[config.mk]
export PLATFORM = sky130hd
export DESIGN_NAME = posit_div
export DESIGN_NICKNAME = d
export VERILOG_FILES = /design/src/common/posit_pkg.sv /design/src/common/div_stage_if.sv /design/src/posit_div/posit_decode.sv /design/src/posit_div/posit_recip.sv /design/src/posit_div/posit_quot.sv /design/src/posit_div/posit_encode.sv /design/src/posit_div/posit_div.sv
export VERILOG_INCLUDE_DIRS = /design/src /design/src/common
export SDC_FILE = /design/constraint.sdc
export NUM_CORES = 2
export LEC_CHECK = 0
export ABC_CLOCK_PERIOD_IN_PS = 20900
export BUFFER_PORTS_ARGS = -buffer_cell sky130_fd_sc_hd__buf_2
export CORE_MARGIN = 1.5
export CORE_UTILIZATION = 58
export CTS_BUF_LIST = sky130_fd_sc_hd__clkbuf_8
export CTS_CLUSTER_DIAMETER = 120
export CTS_CLUSTER_SIZE = 30
export DETAILED_ROUTE_END_ITERATION = 16
export PLACE_DENSITY = 0.75
export SYNTH_ARGS = -nofsm -noshare
export SYNTH_HDL_FRONTEND = slang
export SYNTH_SLANG_ARGS = --single-unit
[constraint.sdc]
create_clock -name clk -period 20.9 [get_ports clk]
set_input_delay 3.135 -clock clk [delete_from_list [all_inputs] [get_ports clk]]
set_output_delay 3.135 -clock clk [all_outputs]
set_load 0.01 [all_outputs]
[src/common/posit_macros.svh]
`ifndef POSIT_MACROS_SVH
`define POSIT_MACROS_SVH

// Posit format
`define POSIT_N   16
`define POSIT_ES  3
`define POSIT_BS  4          // Regime count width, log2(N)
`define POSIT_M   13         // N - es

// Reciprocal
`define SEED_AW   4          // Seed table address width
`define NR_STEPS  2

// Start to done in clock cycles
`define DIV_LAT   4

`endif

[src/common/posit_pkg.sv]
`default_nettype none

`include "posit_macros.svh"

package posit_pkg;

	typedef struct packed {
		logic signed [`POSIT_BS+1:0] rgm;   // Signed regime part
		logic [`POSIT_ES-1:0]        exp;
	} scale_fld_t;

	// Scale of the quotient, subtracted as one number and split into regime/exponent
	typedef union packed {
		logic signed [`POSIT_BS+`POSIT_ES+1:0] val;
		scale_fld_t                            fld;
	} scale_u;

	typedef logic [`SEED_AW:0] seed_t;  // Top bit weighs 1/2

	typedef seed_t [2**`SEED_AW-1:0] seed_tbl_t;

	////////////////////////////////////////////////////////////
	// Seed entry a holds 1/(1 + (a + 0.5) / 2^AW), scaled by 2^(AW+1)
	////////////////////////////////////////////////////////////
	function automatic seed_tbl_t make_seed_table();
		seed_tbl_t tbl;
		int        den;
		for (int a = 0; a < 2**`SEED_AW; a++) begin
			den    = 2**(`SEED_AW+1) + 1 + 2*a;
			tbl[a] = seed_t'((2**(2*`SEED_AW+2) + den/2) / den);   // Round to nearest
		end
		return tbl;
	endfunction

endpackage

`default_nettype wire

[src/common/div_stage_if.sv]
`timescale 1ns/1ps
`default_nettype none

`include "posit_macros.svh"

// One division in flight between two pipeline stages
interface div_stage_if ();

	logic                     vld;
	logic                     sgn;          // Quotient sign
	logic                     inf;
	logic                     zero;
	posit_pkg::scale_u        scl;
	logic [`POSIT_M:0]        m1;           // Dividend mantissa, hidden bit on top
	logic [`POSIT_M:0]        m2;           // Divisor mantissa, hidden bit on top
	logic [2*`POSIT_M+1:0]    inv;          // Reciprocal, later the quotient mantissa
	logic                     m2_frac_zero;

	modport source (
		output vld, sgn, inf, zero, scl, m1, m2, inv, m2_frac_zero
	);

	modport sink (
		input vld, sgn, inf, zero, scl, m1, m2, inv, m2_frac_zero
	);

endinterface

`default_nettype wire

[src/posit_div/posit_decode.sv]
`timescale 1ns/1ps
`default_nettype none

`include "posit_macros.svh"

module posit_decode (
	input  logic                 clk,
	input  logic                 arst_n_i,
	input  logic                 start_i,
	input  logic [`POSIT_N-1:0]  in1_i,
	input  logic [`POSIT_N-1:0]  in2_i,
	div_stage_if.source          dst
);

	logic [1:0][`POSIT_N-1:0]  op;
	logic [1:0]                s;
	logic [1:0]                nz;      // Any bit below the sign
	logic [1:0]                nar;
	logic [1:0]                zro;
	logic [1:0][`POSIT_BS+1:0] r;
	logic [1:0][`POSIT_ES-1:0] e;
	logic [1:0][`POSIT_M-1:0]  mant;
	posit_pkg::scale_u         scl_d;

	assign op = {in2_i, in1_i};

	////////////////////////////////////////////////////////////
	// Field extraction, same for both operands
	////////////////////////////////////////////////////////////
	always_comb begin
		logic [`POSIT_N-1:0]  xin;
		logic [`POSIT_N-1:0]  xin_r;
		logic [`POSIT_N-1:0]  lod_in;
		logic [`POSIT_N-1:0]  xs;
		logic                 rc;
		logic [`POSIT_BS-1:0] k;
		logic [`POSIT_BS-1:0] regime;
		int                   k_i;
		for (int j = 0; j < 2; j++) begin
			s[j]   = op[j][`POSIT_N-1];
			nz[j]  = |op[j][`POSIT_N-2:0];
			nar[j] = s[j] & ~nz[j];
			zro[j] = ~(s[j] | nz[j]);

			xin    = s[j] ? -op[j] : op[j];          // Two's-complement magnitude
			rc     = xin[`POSIT_N-2];                // Regime run of ones or zeros
			xin_r  = rc ? ~xin : xin;
			lod_in = {xin_r[`POSIT_N-2:0], rc};

			// Leading-one position from the top, the highest set bit wins
			k_i = `POSIT_N - 1;
			for (int b = 0; b < `POSIT_N; b++) begin
				if (lod_in[b]) begin
					k_i = `POSIT_N - 1 - b;
				end
			end
			k = k_i[`POSIT_BS-1:0];

			regime = rc ? k - 1'b1 : k;
			r[j]   = rc ? {2'b00, regime} : -{2'b00, regime};

			xs      = {xin[`POSIT_N-3:0], 2'b00} << k;   // Drop the run
			e[j]    = xs[`POSIT_N-1 -: `POSIT_ES];
			mant[j] = xs[`POSIT_M-1:0];
		end
	end

	assign scl_d.val = {r[0], e[0]} - {r[1], e[1]};   // Borrow comes in stage 3

	always_ff @(posedge clk or negedge arst_n_i) begin
		if (!arst_n_i) begin
			dst.vld <= 1'b0;
		end else begin
			dst.vld <= start_i;
		end
	end

	always_ff @(posedge clk) begin
		if (start_i) begin
			dst.sgn          <= s[0] ^ s[1];
			dst.inf          <= nar[0] | zro[1];   // NaR / x or x / 0
			dst.zero         <= zro[0] | nar[1];   // 0 / x or x / NaR
			dst.scl          <= scl_d;
			dst.m1           <= {nz[0], mant[0]};
			dst.m2           <= {nz[1], mant[1]};
			dst.inv          <= '0;                // Seed lookup follows
			dst.m2_frac_zero <= ~|mant[1];
		end
	end

endmodule

`default_nettype wire

[src/posit_div/posit_recip.sv]
`timescale 1ns/1ps
`default_nettype none

`include "posit_macros.svh"

module posit_recip (
	input  logic        clk,
	input  logic        arst_n_i,
	div_stage_if.sink   src,
	div_stage_if.source dst
);

	localparam posit_pkg::seed_tbl_t SEED_TBL = posit_pkg::make_seed_table();

	posit_pkg::seed_t         seed;
	logic [`POSIT_M:0]        a0;      // Seed aligned to the mantissa width
	logic [2*`POSIT_M+1:0]    p0;
	logic [`POSIT_M+1:0]      t0;
	logic [2*`POSIT_M+1:0]    inv1;

	assign seed = SEED_TBL[src.m2[`POSIT_M-1 -: `SEED_AW]];
	assign a0   = {seed, {(`POSIT_M-`SEED_AW){1'b0}}};

	////////////////////////////////////////////////////////////
	// First Newton-Raphson step, x1 = x0 * (2 - x0 * d)
	////////////////////////////////////////////////////////////
	assign p0 = a0 * src.m2;   // Weight 1 at the top bit
	assign t0 = {2'b01, {`POSIT_M{1'b0}}}
		- {2'b00, p0[2*`POSIT_M+1:`POSIT_M+3], |p0[`POSIT_M+2:0]};
	assign inv1 = a0 * {t0[`POSIT_M-1:0], 1'b0};

	always_ff @(posedge clk or negedge arst_n_i) begin
		if (!arst_n_i) begin
			dst.vld <= 1'b0;
		end else begin
			dst.vld <= src.vld;
		end
	end

	always_ff @(posedge clk) begin
		if (src.vld) begin
			dst.sgn          <= src.sgn;
			dst.inf          <= src.inf;
			dst.zero         <= src.zero;
			dst.scl          <= src.scl;
			dst.m1           <= src.m1;
			dst.m2           <= src.m2;
			dst.inv          <= inv1;   // Weight 1/2 at bit 2M
			dst.m2_frac_zero <= src.m2_frac_zero;
		end
	end

endmodule

`default_nettype wire

[src/posit_div/posit_quot.sv]
`timescale 1ns/1ps
`default_nettype none

`include "posit_macros.svh"

module posit_quot (
	input  logic        clk,
	input  logic        arst_n_i,
	div_stage_if.sink   src,
	div_stage_if.source dst
);

	logic [`POSIT_M:0]        a1;
	logic [2*`POSIT_M+1:0]    p1;
	logic [`POSIT_M+1:0]      t1;
	logic [2*`POSIT_M+1:0]    inv2;
	logic [2*`POSIT_M+1:0]    div_m;
	logic [2*`POSIT_M+1:0]    div_mn;
	logic                     udf;
	logic                     bin;
	posit_pkg::scale_u        scl_d;

	// Last step widens the estimate by another seed width
	assign a1 = {src.inv[2*`POSIT_M -: `SEED_AW*`NR_STEPS+1],
		{(`POSIT_M-`SEED_AW*`NR_STEPS){1'b0}}};
	assign p1 = a1 * src.m2;
	assign t1 = {2'b01, {`POSIT_M{1'b0}}}
		- {2'b00, p1[2*`POSIT_M+1:`POSIT_M+3], |p1[`POSIT_M+2:0]};
	assign inv2 = a1 * {t1[`POSIT_M-1:0], 1'b0};

	// Divisor 1.0 needs no reciprocal
	assign div_m = src.m2_frac_zero ? {1'b0, src.m1, {`POSIT_M{1'b0}}}
		: src.m1 * inv2[2*`POSIT_M:`POSIT_M];

	////////////////////////////////////////////////////////////
	// Normalize, quotient >= 1 already sits in the top bit
	////////////////////////////////////////////////////////////
	assign udf    = div_m[2*`POSIT_M+1];
	assign div_mn = udf ? div_m : div_m << 1;
	assign bin    = ~(src.m2_frac_zero | udf);

	assign scl_d.val = src.scl.val - bin;

	always_ff @(posedge clk or negedge arst_n_i) begin
		if (!arst_n_i) begin
			dst.vld <= 1'b0;
		end else begin
			dst.vld <= src.vld;
		end
	end

	always_ff @(posedge clk) begin
		if (src.vld) begin
			dst.sgn          <= src.sgn;
			dst.inf          <= src.inf;
			dst.zero         <= src.zero;
			dst.scl          <= scl_d;
			dst.m1           <= src.m1;
			dst.m2           <= src.m2;
			dst.inv          <= div_mn;   // Quotient mantissa from here on
			dst.m2_frac_zero <= src.m2_frac_zero;
		end
	end

endmodule

`default_nettype wire

[src/posit_div/posit_encode.sv]
`timescale 1ns/1ps
`default_nettype none

`include "posit_macros.svh"

module posit_encode (
	input  logic                 clk,
	input  logic                 arst_n_i,
	div_stage_if.sink            src,
	output logic [`POSIT_N-1:0]  out_o,
	output logic                 inf_o,
	output logic                 zero_o,
	output logic                 done_o
);

	posit_pkg::scale_u         scl;
	logic [2*`POSIT_M+1:0]     qm;
	logic                      neg;       // Scale below zero
	logic [`POSIT_BS+1:0]      r_full;
	logic [`POSIT_BS:0]        r_o;
	logic [`POSIT_BS-1:0]      sh;
	logic [2*`POSIT_N+2:0]     tmp_o;
	logic [3*`POSIT_N+2:0]     tmp1_o;
	logic                      l_bit;
	logic                      g_bit;
	logic                      r_bit;
	logic                      s_bit;
	logic                      ulp;
	logic [`POSIT_N-1:0]       keep;
	logic [`POSIT_N-1:0]       rounded;
	logic [`POSIT_N-1:0]       res;
	logic [`POSIT_N-1:0]       out_d;

	assign scl = src.scl;
	assign qm  = src.inv;
	assign neg = scl.fld.rgm[`POSIT_BS+1];

	// Run length, the exponent bits never change it
	assign r_full = neg ? -scl.fld.rgm : scl.fld.rgm + 1'b1;
	assign r_o    = r_full[`POSIT_BS:0];
	assign sh     = r_o[`POSIT_BS] ? '1 : r_o[`POSIT_BS-1:0];   // Saturate

	////////////////////////////////////////////////////////////
	// Pack run, terminator, exponent, fraction and G/R/S, then shift the regime in
	////////////////////////////////////////////////////////////
	assign tmp_o = {{`POSIT_N{~neg}}, neg, scl.fld.exp,
		qm[2*`POSIT_M -: `POSIT_N-`POSIT_ES-1],
		qm[2*`POSIT_M-(`POSIT_N-`POSIT_ES-1) -: 2],
		|qm[2*`POSIT_M-(`POSIT_N-`POSIT_ES-1)-2:0]};
	assign tmp1_o = {tmp_o, {`POSIT_N{1'b0}}} >> sh;

	// Round to nearest even
	assign l_bit = tmp1_o[`POSIT_N+4];
	assign g_bit = tmp1_o[`POSIT_N+3];
	assign r_bit = tmp1_o[`POSIT_N+2];
	assign s_bit = |tmp1_o[`POSIT_N+1:0];
	assign ulp   = g_bit & (r_bit | s_bit | l_bit);

	assign keep    = tmp1_o[2*`POSIT_N+2:`POSIT_N+3];
	assign rounded = (r_o < `POSIT_M-2) ? keep + ulp : keep;   // Long regimes are not rounded
	assign res     = src.sgn ? -rounded : rounded;

	always_comb begin
		if (src.inf | src.zero | ~qm[2*`POSIT_M+1]) begin
			out_d = {src.inf, {(`POSIT_N-1){1'b0}}};   // NaR or zero
		end else begin
			out_d = {src.sgn, res[`POSIT_N-1:1]};
		end
	end

	always_ff @(posedge clk or negedge arst_n_i) begin
		if (!arst_n_i) begin
			done_o <= 1'b0;
			out_o  <= '0;
			inf_o  <= 1'b0;
			zero_o <= 1'b0;
		end else begin
			done_o <= src.vld;
			if (src.vld) begin   // Result holds until the next one
				out_o  <= out_d;
				inf_o  <= src.inf;
				zero_o <= src.zero;
			end
		end
	end

endmodule

`default_nettype wire

[src/posit_div/posit_div.sv]
`timescale 1ns/1ps
`default_nettype none

`include "posit_macros.svh"

// Four-stage posit divider, one result per cycle
module posit_div (
	input  logic                 clk,
	input  logic                 arst_n_i,
	input  logic                 start_i,
	input  logic [`POSIT_N-1:0]  in1_i,     // Dividend
	input  logic [`POSIT_N-1:0]  in2_i,     // Divisor
	output logic [`POSIT_N-1:0]  out_o,
	output logic                 inf_o,
	output logic                 zero_o,
	output logic                 done_o
);

	div_stage_if s12 ();
	div_stage_if s23 ();
	div_stage_if s34 ();

	posit_decode i_decode (
		.clk      (clk),
		.arst_n_i (arst_n_i),
		.start_i  (start_i),
		.in1_i    (in1_i),
		.in2_i    (in2_i),
		.dst      (s12)
	);

	posit_recip i_recip (
		.clk      (clk),
		.arst_n_i (arst_n_i),
		.src      (s12),
		.dst      (s23)
	);

	posit_quot i_quot (
		.clk      (clk),
		.arst_n_i (arst_n_i),
		.src      (s23),
		.dst      (s34)
	);

	posit_encode i_encode (
		.clk      (clk),
		.arst_n_i (arst_n_i),
		.src      (s34),
		.out_o    (out_o),
		.inf_o    (inf_o),
		.zero_o   (zero_o),
		.done_o   (done_o)
	);

endmodule

`default_nettype wire

* Word level (Yosys, flattened, before mapping)
Memory sizes are Yosys's and may differ from the RTL's. A register that Yosys moved wholly into a read port is not among the register bits.
Cells that the tools add are included.
** Word-level totals
- Flip-flop bits (word level) :: 161
- Bits in latches :: 0
- RAM bits :: 0
- ROM bits :: 80
- Input port bits :: 35
- Output and inout port bits :: 19
- Memories kept :: 1
** Cells by class
- Add/subtract/negate cells :: 14
- Multiply operators :: 5
- Div/mod/pow operators :: 0
- Magnitude comparators :: 2
- Eq/ne operators :: 0
- Shifts and indexed selects :: 3
- Mux-type cells :: 47
- Bitwise operators :: 22
- Reductions and logical operators :: 8
** Memories
- (no name shown) :: words 16, bits a word 5, rd ports 1, clocked after Yosys merged registers in 1, write ports 0, line posit_recip.sv:21 : assign seed = SEED_TBL[src.m2[`POSIT_M-1 -: `SEED_AW]];
** Operators with widths (number)
- 2-to-1 mux 4 bit :: 25
- 2-to-1 mux 15 bit :: 4
- right shift 51 x 4 -> 35 bit :: 1
- 2-to-1 mux 16 bit :: 3
- << shifter 16 x 4 -> 16 bit :: 2
- negator 15 bit :: 2
- inverter 15 bit :: 2
- OR reduction 15 bit :: 2
- multiplier 14 x 14 -> 28 bit :: 1
- 2-to-1 mux 28 bit :: 1
- 2-to-1 mux 27 bit :: 1
- OR reduction 13 bit :: 2
- subtractor 1 x 13 -> 13 bit, first input constant :: 2
- multiplier 9 x 14 -> 23 bit :: 1
- multiplier 9 x 13 -> 21 bit :: 1
- multiplier 5 x 14 -> 19 bit :: 1
- OR reduction 18 bit :: 1
- multiplier 5 x 13 -> 17 bit :: 1
- adder 16 x 1 -> 16 bit :: 1
- negator 16 bit :: 1
- 2-to-1 mux 3 bit :: 4
- 2-to-1 mux 6 bit :: 2
- negator 4 -> 6 bit :: 2
- OR reduction 11 bit :: 1
- 16 further kinds :: 37

* Logic depth before layout (Yosys ltp)
- Word-level depth :: 24
- Gate-level depth with buffers :: 69
- Gate-level depth less buffers :: 66

* By module
From an unflattened synthesis, not the netlist that was laid out.
** Unflattened totals
- Cells, all modules :: 3597
- Area, all modules :: 32387.3 µm²
** By module, submodules not included
- posit_quot :: instances 1, cells each 1932, area each 17593.1 µm², seq. area each 2097.0 µm²
- posit_recip :: instances 1, cells each 656, area each 6527.5 µm², seq. area each 1796.7 µm²
- posit_decode :: instances 1, cells each 583, area each 4971.0 µm², seq. area each 1136.1 µm²
- posit_encode :: instances 1, cells each 426, area each 3295.7 µm², seq. area each 475.5 µm²

* Worst setup path after synthesis
Ideal clock, no wire load.
- Path type :: register to register
- Start :: register i_recip.dst.inv[20]
- End :: register i_quot.dst.scl[8] (data pin)
- Arrival time :: 15.952 ns
- Required time :: 20.629 ns
- Slack :: 4.676 ns
- Cell stages (with the launch flop) :: 67
- Period minus slack after synthesis :: 16.224 ns
- Path through :: edfxtp_1 clkbuf_1 nand2_1 fa_1 inv_1 fa_1 ha_1 inv_1 fa_1 inv_1 fa_1 a21o_1 a21oi_1 xnor2_1 nor3_1 ha_1 nor2b_1 nand2_1 (+31 left out) ha_1 a21oi_1 nor2_1 o21ai_0 nand2_1 a31oi_1 o31ai_1 or4_1 a31o_2 a21oi_1 xnor2_1 clkbuf_1 nor2_1 ha_1 ha_1 inv_1 nor4_1 xor2_1
** RTL lines
- start, declared :: line div_stage_if.sv:20 : output vld, sgn, inf, zero, scl, m1, m2, inv, m2_frac_zero
- start signal, assigned :: line posit_recip.sv:48 : dst.inv <= inv1;
- end signal, assigned :: line posit_quot.sv:57 : dst.scl <= scl_d;
- end, declared :: line div_stage_if.sv:20

* Final worst setup path
- Start :: register i_recip.dst.inv[20]
- End :: register i_quot.dst.inv[14] (data pin)
** On the way
- Word-level cells in the longest chain between the ends :: 7
** Ends and longest elaborated chain
- multiplier 9 x 14 -> 23 bit :: line posit_quot.sv:26 : assign p1 = a1 * src.m2;
- OR reduction 11 bit :: line posit_quot.sv:28 : - {2'b00, p1[2*`POSIT_M+1:`POSIT_M+3], |p1[`POSIT_M+2:0]};
- subtractor 1 x 13 -> 13 bit :: line posit_quot.sv:27 : assign t1 = {2'b01, {`POSIT_M{1'b0}}}
- multiplier 9 x 13 -> 21 bit * :: line posit_quot.sv:29 : assign inv2 = a1 * {t1[`POSIT_M-1:0], 1'b0};
- multiplier 14 x 14 -> 28 bit * :: line posit_quot.sv:33 : : src.m1 * inv2[2*`POSIT_M:`POSIT_M];
- 2-to-1 mux 28 bit * :: line posit_quot.sv:32 : assign div_m = src.m2_frac_zero ? {1'b0, src.m1, {`POSIT_M{1'b0}}}
- 2-to-1 mux 27 bit * :: line posit_quot.sv:39 : assign div_mn = udf ? div_m : div_m << 1;
- named net i_quot.div_mn[14] :: line posit_quot.sv:18 : logic [2*`POSIT_M+1:0] div_mn;
- end signal, assigned :: line posit_quot.sv:60 : dst.inv <= div_mn;
- end, declared :: line div_stage_if.sv:20
Mark *: on every way through the listed nets, which the timed path passes. The rest lies on a longest branch.
A chain may end at the register's enable or synchronous reset.

==> results.md <==
* Post-synth EDFFs at 121
* Hold Path Class: register to register
* Largest net degree at the start of global routing at 48
* DRC viols at 0
* Synth cell count leaders: inv_1 (450), nand2_1 (329), fa_1 (326), and2_1 (282), ha_1 (239)
* Fin crit share at 89.5%
* Vias in the first global route at 20900
* Dpl hpwl at 46400 microns
* Total number of vias at 20400
* Die H at 217 microns
* Synth Area in XOR/XNOR at 6.18%
* Crit-path leading delay family: adder cells
* DRT Wirelength at ~58000 microns
* Final Max Slew Viols at 0
* Most common cell on crit path: fa_1
* CTS Root Cell: clkbuf_8
* H-Tree Level Count at 4
* TritonCTS Buffers at 17
* Adder-cell share of the synthesized area at 35.9%
* Multi-input gate area at 20100 sq um
* Number of clock sinks at 147
* Total grt overflow at 0
* CTS Hold Bufs at 0
* Async SR Flop Fraction at 15.0%
* Required time worst endpoint at 21160 ps
* Pre-Repair DR Iteration Count at 7
* I/O Buffers at 53
* Die Wd at 217 microns
* Register area at approximately 4300 sq um
* Compound-cell area share of the yosys netlist at 11.3%
* Netlist cell types at 108
* Endpoint type of the worst setup path: register
* Post-synthesis simple-gate area fraction at 18.5%
* Unrepaired setup endpoints after global routing: no
* Full die area at 47000 sq um
* Worst skew pair latency at 520 ps
* Crit path buf inv count at 9
* Seq cells post-synth at 147
* Outcome: finished, final reports clean
* Max FO, Critical Path at 25
* Final Hold Viols at 0
* Final TNS setup at 0 ps
* GRT Overall Usage at 25.8%
* Placer Congestion at 0.904
* Fillers at around 3900
* Arrival @ worst endpoint at approximately 19000 ps
* Core ar. at 45300 sq um
* Rel. slew slack at 15.8%
* Antenna-violating nets left at 0
* Clock Path Buffers at 2
* Vias per cell at 5.78
* Synth area leader: fa_1
* Synth Instances at 2953
* CTS tree: built
* Startpoint types: register
* Worst slew pin tran at 1260 ps
* Post-CTS Setup Bufs at 0
* Max-Cap Viols at 0
* Initial antenna violation count at 0
* First-pass GRT wire length at ~100000 microns
* # rows at between 70 and 80
* Clk slew on worst S/H paths at roughly 90 ps
* CP max stage delay at 1070 ps
* Yosys Warn Count at 0
* Post-synthesis mux area share at 3.83%
* Layout area overhead at 3.96%
* Post-synth top flop: edfxtp_1
* Area share of the largest cell type after synthesis at 24.6%
* Ant diodes at 0
* Syn Std Cell Area at 26500 sq um
* Most frequent cell after synthesis: inv_1
* Crit Path Category: register to register
* Share of layout cells above drive strength 1 at about 5.7%
* Post-CTS sizing at 0
* Largest family of logic cells by synthesized area: adder cells
* IO Count at 54
* Cells taking the most area after synthesis: fa_1 (25%), edfxtp_1 (14%), ha_1 (11%), and2_1 (6.6%), inv_1 (6.4%)
* Final nets at between 3000 and 4000
* Routed len/inst at 16.4 microns
* Fin crit period at ~19000 ps
* Setup-failing EPs final at 0
* Slowest stage cell, crit path: nor2b_1
* Drt first-iter violations at 1416
* FMAX at 53.5 MHz
* Seq/Total Area, Yosys at 16.1%
* Synthesized area per cell at 8.99 sq um
* Clk_skew at 25.4 ps
* Starting Density at 58.6%
routing by layer:
metal	routed length, microns	global-route usage (%)	up-vias	share of wire (%)
li1	-	-	9669	-
met1	25600	34.1	10100	44
met2	28100	43.9	587	48
met3	3140	3.59	81	5.4
met4	1310	8.10	0	2.3
met5	0	0	-	0
worst register-to-register path, delay by kind of cell (launching register included):
| kind | cells | cell delay [ps] |
|---|---|---|
| muxes | 1 | 430 |
| adders and majority gates | 18 | 7960 |
| AOI/OAI and AO/OA | 15 | 3310 |
| and+or+nand+nor | 13 | 3740 |
| xor gates and xnor gates | 4 | 1610 |
| DFF | 1 | 920 |
| buffers and inverters | 9 | 480 |
state kept, by name, indices dropped and copies added (netlist names), 4 cells and up:
register          count
i_decode.dst.m1      12
i_decode.dst.m2      12
i_recip.dst.scl       9
i_recip.dst.m2       12
i_encode.out_o       16
i_quot.dst.inv       26
i_quot.dst.scl        9
i_recip.dst.inv       9
i_recip.dst.m1       12
i_recip.seed          4
i_decode.dst.scl      9
area by class of cell:
cell class / count / area share [%]
timing repair buffer: 66 / 1.32
tap: 600 / 2.72
clock inverter: 15 / 0.685
inverter: 452 / 6.17
multi-input combinational: 2243 / 72.8
clock buffer: 17 / 0.848
sequential: 147 / 15.5
cell usage in the layout (no fill, tap or decap), types with 71 or more instances in the layout:
cell | netlist | layout
a21oi_1 | 101 | 101
and2_1 | 282 | 282
edfxtp_1 | 121 | 121
fa_1 | 326 | 326
ha_1 | 239 | 239
inv_1 | 450 | 450
mux2i_1 | 71 | 71
nand2_1 | 329 | 329
nor2_1 | 136 | 136
o21ai_0 | 81 | 81
xnor2_1 | 116 | 115
metrics by stage:
step	std cells	cell area [sq um]	hold slack, ps	util [%]	setup slack, ps
floorplan	2954	26500	373	-	4680
global placement	3508	27200	403	60.0	2910
detailed placement	3508	27200	405	60.0	2370
CTS	3540	27600	426	60.9	2270
global route	3540	27600	434	60.9	815
finish	3540	27600	425	60.9	2200
logic make-up (layout without fill, tap and decap cells):
group,count (synthesis),in the layout
other cells,1,2
compound gates,429,429
fa+ha+maj,565,565
buf+inv,564,550
simple gates,971,971
xor+xnor,183,183
mux,93,93
flops,147,147
path summary, 6_finish.rpt:
path / from / cells past startpoint / slack, ps / end
min: i_decode.dst.zero / 0 / 420 / i_recip.dst.zero
max: i_recip.dst.inv[20] / 60 / 2200 / i_quot.dst.inv[14]
min reg2reg: i_decode.dst.zero / 0 / 420 / i_recip.dst.zero
max reg2reg: i_recip.dst.inv[20] / 60 / 2200 / i_quot.dst.inv[14]
max in group asynchronous: arst_n_i / 1 / 17890 / i_decode.dst.vld
min in group asynchronous: arst_n_i / 1 / 2590 / i_encode.zero_o
Power is left out: the tool's default activity adds up to more than one toggle a clock period on the data nets, which glitch-free logic cannot reach.
